==> src/design/sonata_io_pkg.sv <==
/*
 * Shared widths, APB address map and register enums for the board I/O layer.
 * Imported by the decoder, the register banks and the top level.
 */
package sonata_io_pkg;

  // APB bus widths
  localparam int unsigned ADDR_W = 8;
  localparam int unsigned DATA_W = 32;

  // Address map
  // [7:6] must be zero, [5:4] selects the bank, [3:2] selects the register
  localparam int unsigned ZERO_LSB = 6;
  localparam int unsigned BANK_MSB = 5;
  localparam int unsigned BANK_LSB = 4;
  localparam int unsigned REG_MSB  = 3;
  localparam int unsigned REG_LSB  = 2;

  typedef enum logic [1:0] {
    BANK_RP   = 2'd0,  // Raspberry Pi header
    BANK_ARD  = 2'd1,  // Arduino shield
    BANK_PMOD = 2'd2,  // Both PMOD connectors
    BANK_SW   = 2'd3   // Joystick and user switches
  } io_bank_e;

  // Register 3 is left unmapped in every bank
  typedef enum logic [1:0] {
    REG_OUT = 2'd0,
    REG_OE  = 2'd1,
    REG_IN  = 2'd2
  } io_reg_e;

  // Pin counts per bank
  localparam int unsigned RP_GP_W   = 11;
  localparam int unsigned ARD_GP_W  = 10;
  localparam int unsigned PMOD_GP_W = 16;
  localparam int unsigned SW_W      = 13;  // 8 user switches above 5 joystick

  // Depth of every input synchronizer
  localparam int unsigned SYNC_STAGES = 2;

endpackage

==> src/design/apb_if.sv <==
/*
 * APB bundle between the bank decoder and the register banks.
 * The decoder takes the requester side, each bank the completer side.
 */
`timescale 1ns/100ps

interface apb_if;
  import sonata_io_pkg::*;

  logic              psel;
  logic              penable;
  logic              pwrite;
  logic [ADDR_W-1:0] paddr;
  logic [DATA_W-1:0] pwdata;
  logic [DATA_W-1:0] prdata;
  logic              pready;
  logic              pslverr;

  modport requester (
    output psel, penable, pwrite, paddr, pwdata,
    input  prdata, pready, pslverr
  );

  modport completer (
    input  psel, penable, pwrite, paddr, pwdata,
    output prdata, pready, pslverr
  );

endinterface

==> src/design/apb_bank_decode.sv <==
/*
 * Routes the top-level APB port to one of the four register banks by
 * address bits 5:4 and answers accesses outside the map with an error.
 */
`timescale 1ns/100ps

module apb_bank_decode (
  input  logic                             psel_i,
  input  logic                             penable_i,
  input  logic                             pwrite_i,
  input  logic [sonata_io_pkg::ADDR_W-1:0] paddr_i,
  input  logic [sonata_io_pkg::DATA_W-1:0] pwdata_i,
  output logic [sonata_io_pkg::DATA_W-1:0] prdata_o,
  output logic                             pready_o,
  output logic                             pslverr_o,
  apb_if.requester                         banks [4]
);
  import sonata_io_pkg::*;

  io_bank_e          bank_sel;
  logic              mapped;
  logic [DATA_W-1:0] bank_rdata [4];
  logic [3:0]        bank_ready;
  logic [3:0]        bank_err;

  assign bank_sel = io_bank_e'(paddr_i[BANK_MSB:BANK_LSB]);
  assign mapped   = (paddr_i[ADDR_W-1:ZERO_LSB] == '0);

  for (genvar i = 0; i < 4; i++) begin : g_bank
    // Only the addressed bank sees psel
    assign banks[i].psel    = psel_i && mapped && (bank_sel == io_bank_e'(i));
    assign banks[i].penable = penable_i;
    assign banks[i].pwrite  = pwrite_i;
    assign banks[i].paddr   = paddr_i;
    assign banks[i].pwdata  = pwdata_i;

    assign bank_rdata[i] = banks[i].prdata;
    assign bank_ready[i] = banks[i].pready;
    assign bank_err[i]   = banks[i].pslverr;
  end

  // Unmapped accesses complete here with an error
  always_comb begin
    if (mapped) begin
      prdata_o  = bank_rdata[bank_sel];
      pready_o  = bank_ready[bank_sel];
      pslverr_o = bank_err[bank_sel];
    end else begin
      prdata_o  = '0;
      pready_o  = 1'b1;
      pslverr_o = psel_i;
    end
  end

endmodule

==> src/design/gpio_bank.sv <==
/*
 * APB register bank for one group of pins. Holds output and output-enable
 * registers and a synchronized input register. With ReadOnly set it serves
 * as a plain input bank, with InvertIn for active-low switches.
 */
`timescale 1ns/100ps

module gpio_bank #(
  parameter int unsigned Width    = 8,
  parameter bit          ReadOnly = 1'b0,
  parameter bit          InvertIn = 1'b0
) (
  input  logic             clk_sys_i,
  input  logic             rst_sys_ni,
  apb_if.completer         apb,
  input  logic [Width-1:0] gp_i,
  output logic [Width-1:0] gp_o,
  output logic [Width-1:0] gp_oe_o
);
  import sonata_io_pkg::*;

  logic [Width-1:0]                  out_q;
  logic [Width-1:0]                  oe_q;
  logic [SYNC_STAGES-1:0][Width-1:0] sync_q;
  logic [Width-1:0]                  pad_in;
  logic [Width-1:0]                  in_val;
  io_reg_e                           reg_sel;
  logic                              wr_en;
  logic [DATA_W-1:0]                 rdata;
  logic                              err;

  assign reg_sel = io_reg_e'(apb.paddr[REG_MSB:REG_LSB]);

  // Writes land in the access phase; read-only banks never write
  assign wr_en = apb.psel && apb.penable && apb.pwrite && !ReadOnly;

  always_ff @(posedge clk_sys_i or negedge rst_sys_ni) begin
    if (!rst_sys_ni) begin
      out_q <= '0;
      oe_q  <= '0;
    end else if (wr_en) begin
      case (reg_sel)
        REG_OUT: out_q <= apb.pwdata[Width-1:0];
        REG_OE:  oe_q  <= apb.pwdata[Width-1:0];
        default: ;  // IN and register 3 take no writes
      endcase
    end
  end

  // Inversion sits ahead of the synchronizer so reset reads back as zero
  assign pad_in = gp_i ^ {Width{InvertIn}};

  always_ff @(posedge clk_sys_i or negedge rst_sys_ni) begin
    if (!rst_sys_ni) begin
      sync_q <= '0;
    end else begin
      sync_q <= {sync_q[SYNC_STAGES-2:0], pad_in};
    end
  end

  assign in_val = sync_q[SYNC_STAGES-1];

  // Read mux and error decode
  always_comb begin
    rdata = '0;
    err   = 1'b0;
    case (reg_sel)
      REG_OUT: begin
        if (!ReadOnly) rdata = DATA_W'(out_q);
        err = ReadOnly && apb.pwrite;
      end
      REG_OE: begin
        if (!ReadOnly) rdata = DATA_W'(oe_q);
        err = ReadOnly && apb.pwrite;
      end
      REG_IN: begin
        rdata = DATA_W'(in_val);
        err   = apb.pwrite;  // Input register is read-only everywhere
      end
      default: err = 1'b1;   // Unmapped register
    endcase
  end

  assign apb.prdata  = rdata;
  assign apb.pslverr = apb.psel && err;
  assign apb.pready  = 1'b1;  // No wait states

  assign gp_o    = out_q;
  assign gp_oe_o = oe_q;

  // Every setup phase from the decoder is followed by a completed access phase
  a_access_completes: assert property (
    @(posedge clk_sys_i) disable iff (!rst_sys_ni)
    apb.psel && !apb.penable |=> apb.psel && apb.penable && apb.pready
  ) else $error("APB setup phase not followed by a one-cycle access");

endmodule

==> src/design/i2c_bus_split.sv <==
/*
 * Fans one I2C controller out to several open-drain header taps.
 * Tap inputs are wired-AND together and synchronized back to the controller.
 */
`timescale 1ns/100ps

module i2c_bus_split #(
  parameter int unsigned Taps = 2
) (
  input  logic            clk_sys_i,
  input  logic            rst_sys_ni,
  input  logic            scl_oe_i,
  input  logic            sda_oe_i,
  input  logic [Taps-1:0] scl_pad_i,
  input  logic [Taps-1:0] sda_pad_i,
  output logic [Taps-1:0] scl_pad_oe_o,
  output logic [Taps-1:0] sda_pad_oe_o,
  output logic            scl_o,
  output logic            sda_o
);
  import sonata_io_pkg::*;

  logic [SYNC_STAGES-1:0][1:0] sync_q;  // {scl, sda} per stage

  // Enabled tap pulls its pad low
  assign scl_pad_oe_o = {Taps{scl_oe_i}};
  assign sda_pad_oe_o = {Taps{sda_oe_i}};

  // Idle bus is high
  always_ff @(posedge clk_sys_i or negedge rst_sys_ni) begin
    if (!rst_sys_ni) begin
      sync_q <= '1;
    end else begin
      sync_q <= {sync_q[SYNC_STAGES-2:0], {&scl_pad_i, &sda_pad_i}};
    end
  end

  assign scl_o = sync_q[SYNC_STAGES-1][1];
  assign sda_o = sync_q[SYNC_STAGES-1][0];

endmodule

==> src/design/rst_ctrl.sv <==
/*
 * System reset controller. Holds the system in reset until the PLL has locked
 * and the reset button is released, then waits a fixed number of cycles.
 */
`timescale 1ns/100ps

module rst_ctrl #(
  parameter int unsigned RstHoldCycles = 16
) (
  input  logic clk_sys_i,
  input  logic arst_n_i,
  input  logic pll_locked_i,
  input  logic rst_btn_ni,
  output logic rst_sys_no
);

  // Counter just wide enough for the hold time
  localparam int unsigned CntW = $clog2(RstHoldCycles + 1);

  logic            release_ok;
  logic [CntW-1:0] hold_cnt_q;
  logic            rst_q;

  assign release_ok = pll_locked_i & rst_btn_ni;

  // Any drop of lock or a button press restarts the hold time
  always_ff @(posedge clk_sys_i or negedge arst_n_i) begin
    if (!arst_n_i) begin
      hold_cnt_q <= '0;
      rst_q      <= 1'b0;
    end else if (!release_ok) begin
      hold_cnt_q <= '0;
      rst_q      <= 1'b0;
    end else if (!rst_q) begin
      if (hold_cnt_q == CntW'(RstHoldCycles - 1)) begin
        rst_q <= 1'b1;  // Last hold cycle
      end else begin
        hold_cnt_q <= hold_cnt_q + CntW'(1);
      end
    end
  end

  assign rst_sys_no = rst_q;

  // Release is only ever decided on a cycle that saw the PLL locked
  a_no_release_unlocked: assert property (
    @(posedge clk_sys_i) disable iff (!arst_n_i)
    $rose(rst_sys_no) |-> $past(pll_locked_i)
  ) else $error("System reset released while PLL unlocked");

  // Release needs lock and button good a full hold time earlier
  a_hold_time: assert property (
    @(posedge clk_sys_i) disable iff (!arst_n_i)
    $rose(rst_sys_no) |-> $past(release_ok, RstHoldCycles)
  ) else $error("System reset released before hold time");

endmodule

==> src/design/sonata_io.sv <==
/*
 * Board I/O layer: system reset, APB-mapped GPIO and switch banks, and the
 * I2C bus splitters for the headers. Pads appear as separate in, out and
 * enable ports so the board wrapper builds the tri-states.
 */
`timescale 1ns/100ps

module sonata_io #(
  parameter int unsigned RstHoldCycles = 16
) (
  input  logic                                clk_sys_i,
  input  logic                                arst_n_i,
  input  logic                                pll_locked_i,
  input  logic                                rst_btn_ni,

  // APB register port
  input  logic                                psel_i,
  input  logic                                penable_i,
  input  logic                                pwrite_i,
  input  logic [sonata_io_pkg::ADDR_W-1:0]    paddr_i,
  input  logic [sonata_io_pkg::DATA_W-1:0]    pwdata_i,
  output logic [sonata_io_pkg::DATA_W-1:0]    prdata_o,
  output logic                                pready_o,
  output logic                                pslverr_o,

  // GPIO pads
  input  logic [sonata_io_pkg::RP_GP_W-1:0]   rp_gp_i,
  output logic [sonata_io_pkg::RP_GP_W-1:0]   rp_gp_o,
  output logic [sonata_io_pkg::RP_GP_W-1:0]   rp_gp_oe_o,
  input  logic [sonata_io_pkg::ARD_GP_W-1:0]  ard_gp_i,
  output logic [sonata_io_pkg::ARD_GP_W-1:0]  ard_gp_o,
  output logic [sonata_io_pkg::ARD_GP_W-1:0]  ard_gp_oe_o,
  input  logic [sonata_io_pkg::PMOD_GP_W-1:0] pmod_gp_i,
  output logic [sonata_io_pkg::PMOD_GP_W-1:0] pmod_gp_o,
  output logic [sonata_io_pkg::PMOD_GP_W-1:0] pmod_gp_oe_o,

  // Active-low switches
  input  logic [4:0]                          nav_sw_i,
  input  logic [7:0]                          usr_sw_i,

  // I2C bus 0: QWIIC0 and HAT ID EEPROM
  input  logic                                i2c0_scl_oe_i,
  input  logic                                i2c0_sda_oe_i,
  output logic                                i2c0_scl_o,
  output logic                                i2c0_sda_o,
  input  logic [1:0]                          i2c0_scl_pad_i,
  input  logic [1:0]                          i2c0_sda_pad_i,
  output logic [1:0]                          i2c0_scl_pad_oe_o,
  output logic [1:0]                          i2c0_sda_pad_oe_o,

  // I2C bus 1: QWIIC1, R-Pi GPIO2/3 and mikroBUS
  input  logic                                i2c1_scl_oe_i,
  input  logic                                i2c1_sda_oe_i,
  output logic                                i2c1_scl_o,
  output logic                                i2c1_sda_o,
  input  logic [2:0]                          i2c1_scl_pad_i,
  input  logic [2:0]                          i2c1_sda_pad_i,
  output logic [2:0]                          i2c1_scl_pad_oe_o,
  output logic [2:0]                          i2c1_sda_pad_oe_o,

  output logic                                rst_sys_no,
  output logic                                led_bootok_o
);
  import sonata_io_pkg::*;

  logic rst_sys_n;

  apb_if bank_apb [4] ();

  rst_ctrl #(
    .RstHoldCycles(RstHoldCycles)
  ) u_rst_ctrl (
    .clk_sys_i   (clk_sys_i),
    .arst_n_i    (arst_n_i),
    .pll_locked_i(pll_locked_i),
    .rst_btn_ni  (rst_btn_ni),
    .rst_sys_no  (rst_sys_n)
  );

  assign rst_sys_no   = rst_sys_n;
  assign led_bootok_o = rst_sys_n;  // Lit once out of reset

  apb_bank_decode u_decode (
    .psel_i   (psel_i),
    .penable_i(penable_i),
    .pwrite_i (pwrite_i),
    .paddr_i  (paddr_i),
    .pwdata_i (pwdata_i),
    .prdata_o (prdata_o),
    .pready_o (pready_o),
    .pslverr_o(pslverr_o),
    .banks    (bank_apb)
  );

  gpio_bank #(.Width(RP_GP_W)) u_rp_bank (
    .clk_sys_i (clk_sys_i),
    .rst_sys_ni(rst_sys_n),
    .apb       (bank_apb[BANK_RP]),
    .gp_i      (rp_gp_i),
    .gp_o      (rp_gp_o),
    .gp_oe_o   (rp_gp_oe_o)
  );

  gpio_bank #(.Width(ARD_GP_W)) u_ard_bank (
    .clk_sys_i (clk_sys_i),
    .rst_sys_ni(rst_sys_n),
    .apb       (bank_apb[BANK_ARD]),
    .gp_i      (ard_gp_i),
    .gp_o      (ard_gp_o),
    .gp_oe_o   (ard_gp_oe_o)
  );

  gpio_bank #(.Width(PMOD_GP_W)) u_pmod_bank (
    .clk_sys_i (clk_sys_i),
    .rst_sys_ni(rst_sys_n),
    .apb       (bank_apb[BANK_PMOD]),
    .gp_i      (pmod_gp_i),   // pmod1 above pmod0
    .gp_o      (pmod_gp_o),
    .gp_oe_o   (pmod_gp_oe_o)
  );

  // Switches pull to ground when on, software sees 1 for on
  gpio_bank #(
    .Width   (SW_W),
    .ReadOnly(1'b1),
    .InvertIn(1'b1)
  ) u_sw_bank (
    .clk_sys_i (clk_sys_i),
    .rst_sys_ni(rst_sys_n),
    .apb       (bank_apb[BANK_SW]),
    .gp_i      ({usr_sw_i, nav_sw_i}),
    .gp_o      (),
    .gp_oe_o   ()
  );

  i2c_bus_split #(.Taps(2)) u_i2c0_split (
    .clk_sys_i   (clk_sys_i),
    .rst_sys_ni  (rst_sys_n),
    .scl_oe_i    (i2c0_scl_oe_i),
    .sda_oe_i    (i2c0_sda_oe_i),
    .scl_pad_i   (i2c0_scl_pad_i),
    .sda_pad_i   (i2c0_sda_pad_i),
    .scl_pad_oe_o(i2c0_scl_pad_oe_o),
    .sda_pad_oe_o(i2c0_sda_pad_oe_o),
    .scl_o       (i2c0_scl_o),
    .sda_o       (i2c0_sda_o)
  );

  i2c_bus_split #(.Taps(3)) u_i2c1_split (
    .clk_sys_i   (clk_sys_i),
    .rst_sys_ni  (rst_sys_n),
    .scl_oe_i    (i2c1_scl_oe_i),
    .sda_oe_i    (i2c1_sda_oe_i),
    .scl_pad_i   (i2c1_scl_pad_i),
    .sda_pad_i   (i2c1_sda_pad_i),
    .scl_pad_oe_o(i2c1_scl_pad_oe_o),
    .sda_pad_oe_o(i2c1_sda_pad_oe_o),
    .scl_o       (i2c1_scl_o),
    .sda_o       (i2c1_sda_o)
  );

endmodule

==> config.mk <==
export PLATFORM = sky130hd
export DESIGN_NAME = sonata_io
export DESIGN_NICKNAME = d
export VERILOG_FILES = /design/src/design/sonata_io_pkg.sv /design/src/design/apb_if.sv /design/src/design/apb_bank_decode.sv /design/src/design/gpio_bank.sv /design/src/design/i2c_bus_split.sv /design/src/design/rst_ctrl.sv /design/src/design/sonata_io.sv
export SDC_FILE = /design/constraint.sdc
export NUM_CORES = 1
export LEC_CHECK = 0
export ABC_CLOCK_PERIOD_IN_PS = 6300
export BUFFER_PORTS_ARGS = -buffer_cell sky130_fd_sc_hd__buf_2
export CAP_MARGIN = 5
export CORE_MARGIN = 3
export CORE_UTILIZATION = 40
export DETAILED_ROUTE_END_ITERATION = 8
export HOLD_SLACK_MARGIN = 0.08
export PLACE_DENSITY = 0.65
export SYNTH_ARGS = -nofsm -noshare
export SYNTH_HDL_FRONTEND = slang
export SYNTH_SLANG_ARGS = --single-unit
==> constraint.sdc <==
create_clock -name clk_sys_i -period 6.3 [get_ports clk_sys_i]
set_input_delay 0 -clock clk_sys_i [delete_from_list [all_inputs] [get_ports clk_sys_i]]
set_output_delay 0 -clock clk_sys_i [all_outputs]
set_load 0.02 [all_outputs]
==> run summary, run 1 <==
antenna cells: 0
post_cts resized: 0
Max VDD drop: 0.000177 V
critical path depth: 8
IO Port Bufs: 185
worst rel slew slack: 24.6%
Post-Route Skew: 0.00618 ns
Die ar.: 20,000 µm²
Starting Density: 41.6%
die span in y: 142 µm
CTS Buffer Depth: 2
CP arrival: 2.36 ns
total leakage power: 5.02 nW
WL per Instance: 18.5 µm
synth warn: 0
Startpoint Class: input pin
RSZ-0062 raised after global routing: no
Unique masters post-synth: 39
commonest non-fill, non-tap cells in the layout: 185 x buf_2, 179 x dfrtp_1, 82 x dlygate4sd3_1
initial antenna violation count: 0
Worst-Margin Slew: 1.12 ns
floorplan row count: 48
die width: 142 µm
DR vias: 4,991
endpoints failing setup: 0
H-tree Lvls: 4
Core Area: 17,700 µm²
run status: finished, final reports clean
Seq cells post-synth: 188
power density cells: 266 nW/µm²
Clock Latency Late Sink: 0.42 ns
reg2reg path depth: 7
max frequency: 0.423 GHz
I/O pin cnt: 235
commonest non-fill, non-tap cell in the layout: buf_2
worst path bufs/invs: 4
kind of critical path: in -> out
delay-heaviest family, CP: buffers and inverters
largest net degree at the start of global routing: 80
global routing's busiest layer: met2
CTS tree: done
CP max FO: 45
Final Core Density: 54.8%
GPL Wtd Cong: 0.744
Final min period: 2.36 ns
total routing usage reported by global routing: 19.3%
HP Class: in -> reg
Seq/Total Area, Yosys: 64.2%
Synth Area per Inst: 13.8 µm²
First DRT Iteration DRCs: 268
clk sinks: 188
DRC viols: 0
DP Wirelength: 12,500 µm
grt ovf: 0
setup TNS: 0 ns
MaxCap Viol Count: 0
crit-path cells: buf_2 > buf_4 > nor2b_2 > buf_4 > a21oi_1 > a221o_1 > a21oi_1 > buf_2
CP peak stage delay: 0.55 ns
first-pass GRT wire length: 29,300 µm
detailed-route wire length: 18,800 µm
Slew Viols, Final: 0
commonest register cell after synthesis: dfrtp_1
fraction of registers with async set/reset: 100%
Clk pin slew, worst setup/hold paths: 0.07 ns
slowest stage cell, crit path: nor2b_2
Final Hold Viols: 0
critical path required time: 6.30 ns
Mapped Cells: 531
multi-input logic area: 2270 µm²
TritonCTS Buffers: 17
CP Capture Type: primary output
CTS Root Cell: clkbuf_16
met1 usage: 24.6%
GR met2 Demand/Resource: 32.8%
hold path depth: 2
met3 Use GR: 5.29%
antenna-violating nets left: 0
Register Area: 4720 µm²
share of cells above drive strength 1: 40.4%
fillcell total: 1,468
Via density: 4.90
vias in the first global route: 5,350
crit share post-route: 37.5%
area grow syn2layout: 31.8%
Post-synth EDFFs: 0
synthesized cell area: 7340 µm²
# nets final: 894
Pre-Repair DR Iteration Count: 6
==> report_power, final <==
group	switching [mW]	total, mW	internal (mW)
Sequential	0.0270	1.30	1.27
Clock	0.461	1.02	0.559
Combinational	0.138	0.255	0.117
==> layer usage <==
layer,vias up,part of all wire (%)
li1,2291,-
met1,2486,43
met2,199,50
met3,15,6.3
met4,0,1.1
met5,-,0
==> state kept, by name, summed over array words and instances, names as in the netlist, 11 cells and up <==
signal / count
u_pmod_bank.gp_o: 16
u_pmod_bank.gp_oe_o: 16
u_pmod_bank.in_val: 16
u_pmod_bank.sync_q: 16
u_rp_bank.gp_o: 11
u_rp_bank.gp_oe_o: 11
u_rp_bank.in_val: 11
u_rp_bank.sync_q: 11
u_sw_bank.in_val: 13
u_sw_bank.sync_q: 13
==> area by class of cell <==
type | instances | share of cell area [%]
multi-input combinational | 286 | 23.4
clock inverter | 12 | 1.20
clock buffer | 20 | 4.61
timing repair buffer | 273 | 18.5
sequential | 188 | 48.7
inverter | 15 | 0.582
tap | 225 | 2.91
==> cells in the mapped netlist, types with 5 or more instances <==
cell type	number	area share (%)
dfrtp_1	180	61
mux2_2	74	11
mux2i_1	43	5.9
buf_4	32	3.3
a21oi_1	31	2.1
nor2_1	18	0.92
nand2_1	17	0.87
inv_1	15	0.77
buf_2	11	0.75
or2_2	11	0.94
a221o_1	10	1.4
a2bb2oi_1	10	1.2
dfstp_2	8	2.9
o21ai_0	8	0.55
clkbuf_1	7	0.36
nand2b_1	7	0.60
nor3_1	6	0.41
o22ai_1	6	0.51
buf_1	5	0.26
==> per-stage QoR <==
stage,area [µm²],power (mW),cells,worst slack [ns],hold WS [ns]
after detailed placement,8300,1.53,905,3.72,-0.167
after global placement,8300,1.52,905,3.73,-0.176
after CTS,9680,2.60,1019,3.89,0.182
after global routing,9680,2.68,1019,3.73,0.190
final,9680,2.57,1019,3.94,0.202
after floorplan,7400,1.46,546,0.466,-0.296
==> path summary, 6_finish.rpt <==
| check | start | to | slack, ns |
|---|---|---|---|
| max reg2reg | u_rst_ctrl.hold_cnt_q[0]$_DFFE_PN0P_ | u_rst_ctrl.hold_cnt_q[3]$_DFFE_PN0P_ | 4.35 |
| min reg2reg | u_rst_ctrl.rst_sys_no$_DFF_PN0_ | u_rp_bank.in_val[4]$_DFF_PN0_ | 0.26 |
| min | rp_gp_i[3] | u_rp_bank.sync_q[3]$_DFF_PN0_ | 0.20 |
| min in group asynchronous | u_rst_ctrl.rst_sys_no$_DFF_PN0_ | u_rp_bank.in_val[4]$_DFF_PN0_ | 0.26 |
| max | paddr_i[2] | prdata_o[6] | 3.94 |
| max in group asynchronous | u_rst_ctrl.rst_sys_no$_DFF_PN0_ | u_sw_bank.in_val[10]$_DFF_PN0_ | 4.72 |
==> timing repair <==
item | CTS | global route
hold endpoints to repair | 150 | 0
hold buffers | 82 | 0
setup buffers | 0 | 0
setup endpoints to repair | 0 | 0
==> worst register-to-register path: stages, from the launching register on <==
cell     delay [ns]
dfrtp_1        0.41
ha_1           0.22
and3_1         0.19
ha_1           0.19
nor2_1         0.36
nand4_1        0.19
xor2_1         0.20
nor2_1         0.07
==> cell families after synthesis <==
group	share of synthesized area [%]
buf+inv	5.71
mux	17.2
xor+xnor	0.358
other cells	0.102
flops	64.2
compound gates	6.24
simple gates	5.86
fa+ha+maj	0.341
(Power assumes the default switching activity.)
==> run 2: changes to the inputs <==
--- a/config.mk
+++ b/config.mk
@@ -5,14 +5,14 @@
 export SDC_FILE = /design/constraint.sdc
 export NUM_CORES = 1
 export LEC_CHECK = 0
-export ABC_CLOCK_PERIOD_IN_PS = 6300
+export ABC_CLOCK_PERIOD_IN_PS = 1950
 export BUFFER_PORTS_ARGS = -buffer_cell sky130_fd_sc_hd__buf_2
 export CAP_MARGIN = 5
 export CORE_MARGIN = 3
 export CORE_UTILIZATION = 40
 export DETAILED_ROUTE_END_ITERATION = 8
 export HOLD_SLACK_MARGIN = 0.08
-export PLACE_DENSITY = 0.65
+export PLACE_DENSITY = 0.68
 export SYNTH_ARGS = -nofsm -noshare
 export SYNTH_HDL_FRONTEND = slang
 export SYNTH_SLANG_ARGS = --single-unit
==> constraint.sdc (replaced) <==
create_clock -name clk_sys_i -period 1.95 [get_ports clk_sys_i]
set_input_delay 0 -clock clk_sys_i [delete_from_list [all_inputs] [get_ports clk_sys_i]]
set_output_delay 0 -clock clk_sys_i [all_outputs]
set_load 0.02 [all_outputs]
==> run summary, run 2 (synthesized netlist as in run 1, its figures left out) <==
sw frac: 24.3%
HP Class: in -> reg
Core Area: 17,700 µm²
First DRT Iteration DRCs: 273
Slew Viols, Final: 0
worst setup margin: 0.0627 ns
area grow syn2layout: 36.0%
die width: 142 µm
CP Capture Type: primary output
first-pass GRT wire length: 29,200 µm
Max VDD drop: 0.000619 V
total leakage power: 5.17 nW
antenna-violating nets left: 0
IO Port Bufs: 185
CTS Buffer Depth: 2
fillcell total: 1,444
DP Cell Count: 922
CTS Root Cell: clkbuf_16
Clk pin slew, worst setup/hold paths: 0.07 ns
run status: finished, final reports clean
detailed-route wire length: 18,900 µm
Starting Density: 41.6%
Switching Power: 2.07 mW
I/O pin cnt: 235
clk sinks: 188
total routing usage reported by global routing: 19.2%
commonest non-fill, non-tap cells in the layout: 179 x dfrtp_1, 177 x buf_2, 82 x dlygate4sd3_1
Finished Layout Cells: 1,043
WL per Instance: 18.1 µm
crit share post-route: 96.8%
slowest stage cell, crit path: dfrtp_1
max frequency: 0.530 GHz
Final Core Density: 56.6%
DRC viols: 0
share of cells above drive strength 1: 42.7%
Worst-Margin Slew: 0.605 ns
Startpoint Class: flop
die span in y: 142 µm
Die ar.: 20,000 µm²
endpoints failing setup: 0
MaxCap Viol Count: 0
initial antenna violation count: 0
commonest non-fill, non-tap cell in the layout: dfrtp_1
Via density: 4.87
GPL Wtd Cong: 0.799
part of the power in registers: 49.3%
grt ovf: 0
Final Hold Viols: 0
Clock Latency Late Sink: 0.43 ns
floorplan row count: 48
largest net degree at the start of global routing: 102
CP max FO: 3
CTS tree: done
H-tree Lvls: 4
TritonCTS Buffers: 17
Pre-Repair DR Iteration Count: 4
DR vias: 5,081
crit-path cells: mux2i_1 > or2_2 > a221o_1 > a21oi_1 > buf_4
Clock power frac: 40.6%
Post-Route Skew: 0.0122 ns
worst rel slew slack: 59.5%
DP Wirelength: 13,300 µm
Final min period: 1.89 ns
# nets final: 918
antenna cells: 0
power density cells: 851 nW/µm²
combinational power share: 10.1%
Hold Slack: 0.199 ns
CP peak stage delay: 0.37 ns
critical path required time: 1.95 ns
vias in the first global route: 5,372
Placement Setup Slack: 0.115 ns
kind of critical path: reg -> out
CP arrival: 1.89 ns
internal power: 6.43 mW
[run 2: final cells by class]
class,count,area [µm²],share of cell area [%]
Clock buffer,19,433,4.33
Sequential cell,188,4720,47.2
Inverter,15,56.3,0.564
Multi-Input combinational cell,286,2280,22.9
Tap cell,225,282,2.82
Clock inverter,13,159,1.59
Timing Repair Buffer,297,2060,20.6
[run 2: path summary, 6_finish.rpt]
check | cells past startpoint | startpoint | slack (ns) | end
min in group asynchronous | 1 | u_rst_ctrl.rst_sys_no$_DFF_PN0_ | 0.38 | u_ard_bank.gp_oe_o[1]$_DFFE_PN0P_
max in group asynchronous | 1 | u_rst_ctrl.rst_sys_no$_DFF_PN0_ | 1.11 | u_pmod_bank.gp_o[14]$_DFFE_PN0P_
min | 2 | pmod_gp_i[3] | 0.20 | u_pmod_bank.sync_q[3]$_DFF_PN0_
min reg2reg | 0 | u_rp_bank.sync_q[2]$_DFF_PN0_ | 0.35 | u_rp_bank.in_val[2]$_DFF_PN0_
max | 5 | u_rp_bank.gp_oe_o[4]$_DFFE_PN0P_ | 0.06 | prdata_o[4]
max reg2reg | 8 | u_rst_ctrl.hold_cnt_q[0]$_DFFE_PN0P_ | 0.23 | u_rst_ctrl.hold_cnt_q[2]$_DFFE_PN0P_
[run 2: worst max-delay path: cells and delay by family, from the launching register on]
kind            cells  cell delay (ns)
mux                 1             0.09
buf+inv             1             0.18
simple gates        1             0.28
flops               1             0.37
compound gates      2             0.54
[run 2: power groups by stage]
stage / sequential, mW / clock (mW) / combinational [mW]
6_report: 4.19 / 3.45 / 0.861
4_1_cts: 4.19 / 3.53 / 0.849
5_1_grt: 4.21 / 3.71 / 0.928
3_3_place_gp: 4.26 / 0 / 0.689
3_5_place_dp: 4.27 / 0 / 0.704
2_1_floorplan: 4.34 / 0 / 0.366
[run 2: timing repair]
| item | 4_1_cts | 5_1_grt |
|---|---|---|
| gates resized for setup | 0 | 13 |
| buffers inserted | 0 | 7 |
| hold buffers | 82 | 0 |
| endpoints found under the setup margin | 0 | 8 |
| hold endpoints to repair | 150 | 0 |
[run 2: per-layer routing]
metal	global-route usage (%)	share of wire, %
met3	4.89	6.1
met4	7.07	2.1
met5	0	0
met1	24.3	42
met2	32.2	49
[run 2: per-stage QoR]
stage               cell area [µm²]  TNS, ns  power [mW]
detailed placement             8490        0        4.97
floorplan                      7400    -3.90        4.70
global placement               8490        0        4.94
global route                   9990  -0.0362        8.85
CTS                            9900        0        8.57
finish                         9990        0        8.50
==> run 3: changes to the inputs <==
--- a/config.mk
+++ b/config.mk
@@ -8,10 +8,11 @@
 export ABC_CLOCK_PERIOD_IN_PS = 1950
 export BUFFER_PORTS_ARGS = -buffer_cell sky130_fd_sc_hd__buf_2
 export CAP_MARGIN = 5
+export CORE_ASPECT_RATIO = 2
 export CORE_MARGIN = 3
 export CORE_UTILIZATION = 40
 export DETAILED_ROUTE_END_ITERATION = 8
-export HOLD_SLACK_MARGIN = 0.08
+export HOLD_SLACK_MARGIN = 0.06
 export PLACE_DENSITY = 0.68
 export SYNTH_ARGS = -nofsm -noshare
 export SYNTH_HDL_FRONTEND = slang
==> run summary, run 3 (synthesized netlist as in run 1, its figures left out) <==
floorplan row count: 69
die width: 102 µm
HP Class: in -> reg
area grow syn2layout: 34.7%
CP max FO: 3
Register Area: 4720 µm²
Slew Viols, Final: 0
global routing's busiest layer: met2
Pre-Repair DR Iteration Count: 4
Starting Density: 41.1%
total leakage power: 5.12 nW
GPL Wtd Cong: 0.868
final instance area: 9890 µm²
antenna-violating nets left: 0
first-pass GRT wire length: 30,300 µm
MaxCap Viol Count: 0
Area after DPL: 8470 µm²
GR met2 Demand/Resource: 36.3%
detailed-route wire length: 19,300 µm
largest net degree at the start of global routing: 104
Final min period: 1.87 ns
worst rel slew slack: 58.5%
critical path required time: 1.95 ns
met3 Use GR: 3.46%
Via density: 4.97
Core Area: 17,900 µm²
Clock Latency Late Sink: 0.42 ns
Final Power: 8.42 mW
crit share post-route: 96.1%
endpoints failing setup: 0
First DRT Iteration DRCs: 194
Die ar.: 20,100 µm²
grt ovf: 0
RSZ-0062 raised after global routing: no
CP Capture Type: primary output
kind of critical path: reg -> out
vias in the first global route: 5,697
WL per Instance: 18.9 µm
Worst-Margin Slew: 0.621 ns
DP Wirelength: 13,500 µm
share of cells above drive strength 1: 41.9%
CP arrival: 1.87 ns
CTS Buffer Depth: 2
DR vias: 5,080
Clk pin slew, worst setup/hold paths: 0.07 ns
IO Port Bufs: 185
met1 usage: 21.8%
commonest non-fill, non-tap cells in the layout: 183 x buf_2, 179 x dfrtp_1, 82 x dlygate4sd3_1
H-tree Lvls: 4
Max VDD drop: 0.000611 V
Final Hold Viols: 0
max frequency: 0.534 GHz
clk sinks: 188
power density cells: 851 nW/µm²
run status: finished, final reports clean
Startpoint Class: flop
multi-input logic area: 2280 µm²
CTS Root Cell: clkbuf_16
initial antenna violation count: 0
I/O pin cnt: 235
DRC viols: 0
commonest non-fill, non-tap cell in the layout: buf_2
TritonCTS Buffers: 17
total routing usage reported by global routing: 19.9%
CTS tree: done
antenna cells: 0
die span in y: 198 µm
# nets final: 910
fillcell total: 1,478
Post-Route Skew: 0.00954 ns
run 3: changes by cell type in the layout (fill, tap and decap cells not counted), sizes merged:
cell	before	now
clkbuf	19	22
clkinv	3	5
buf	215	207
inv	21	16
run 3: cell type report:
type / count / area share (%)
Clock buffer: 22 / 4.69
Inverter: 15 / 0.569
Sequential cell: 188 / 47.7
Tap cell: 213 / 2.69
Multi-Input combinational cell: 286 / 23.1
Clock inverter: 10 / 1.18
Timing Repair Buffer: 289 / 20.1
run 3: repair_timing:
action,CTS,global route
endpoints found under the hold margin,150,0
pin swaps,0,0
resized for setup,2,3
gates cloned,0,0
hold buffers,82,0
setup endpoints to repair,2,3
setup buffers,0,1
run 3: final timing paths:
check	from	cells past startpoint	to	slack (ns)
setup reg to reg	u_rst_ctrl.hold_cnt_q[0]$_DFFE_PN0P_	8	u_rst_ctrl.hold_cnt_q[2]$_DFFE_PN0P_	0.23
setup / recovery	u_rp_bank.gp_o[0]$_DFFE_PN0P_	5	prdata_o[0]	0.08
min in group asynchronous	u_rst_ctrl.rst_sys_no$_DFF_PN0_	1	u_sw_bank.sync_q[7]$_DFF_PN0_	0.37
max in group asynchronous	u_rst_ctrl.rst_sys_no$_DFF_PN0_	1	u_i2c0_split.scl_o$_DFF_PN1_	1.09
hold / removal	pmod_gp_i[2]	2	u_pmod_bank.sync_q[2]$_DFF_PN0_	0.21
hold reg to reg	u_rp_bank.sync_q[0]$_DFF_PN0_	0	u_rp_bank.in_val[0]$_DFF_PN0_	0.35
run 3: layer usage:
| metal | share of wire (%) | wire length, µm | vias up |
|---|---|---|---|
| li1 | - | - | 2328 |
| met1 | 36 | 6950 | 2561 |
| met3 | 3.9 | 754 | 36 |
| met4 | 3.2 | 609 | 0 |
| met2 | 57 | 11000 | 155 |
| met5 | 0 | 0 | - |
run 3: report_power, final:
group / leakage (nW) / switching [mW] / internal (mW)
registers: 2.46 / 0.0947 / 4.10
clock network: 0.280 / 1.42 / 1.96
logic: 2.39 / 0.449 / 0.395
total: 5.12 / 1.97 / 6.46
run 3: stage by stage:
step	setup slack [ns]	std cells	util, %	hold WS [ns]	TNS (ns)
floorplan	-0.579	546	-	-0.296	-3.90
global placement	0.247	908	47.4	-0.178	0
detailed placement	0.197	908	47.4	-0.172	0
CTS	0.00936	1022	55.3	0.182	0
global route	0.00685	1023	55.4	0.198	0
finish	0.0760	1023	55.4	0.214	0
run 3: critical path, cell delays in order (launching register included):
cell and delay [ns]:
dfrtp_1 0.37, mux2i_1 0.07, or2_2 0.28, a221o_1 0.35, a21oi_2 0.19, buf_2 0.20
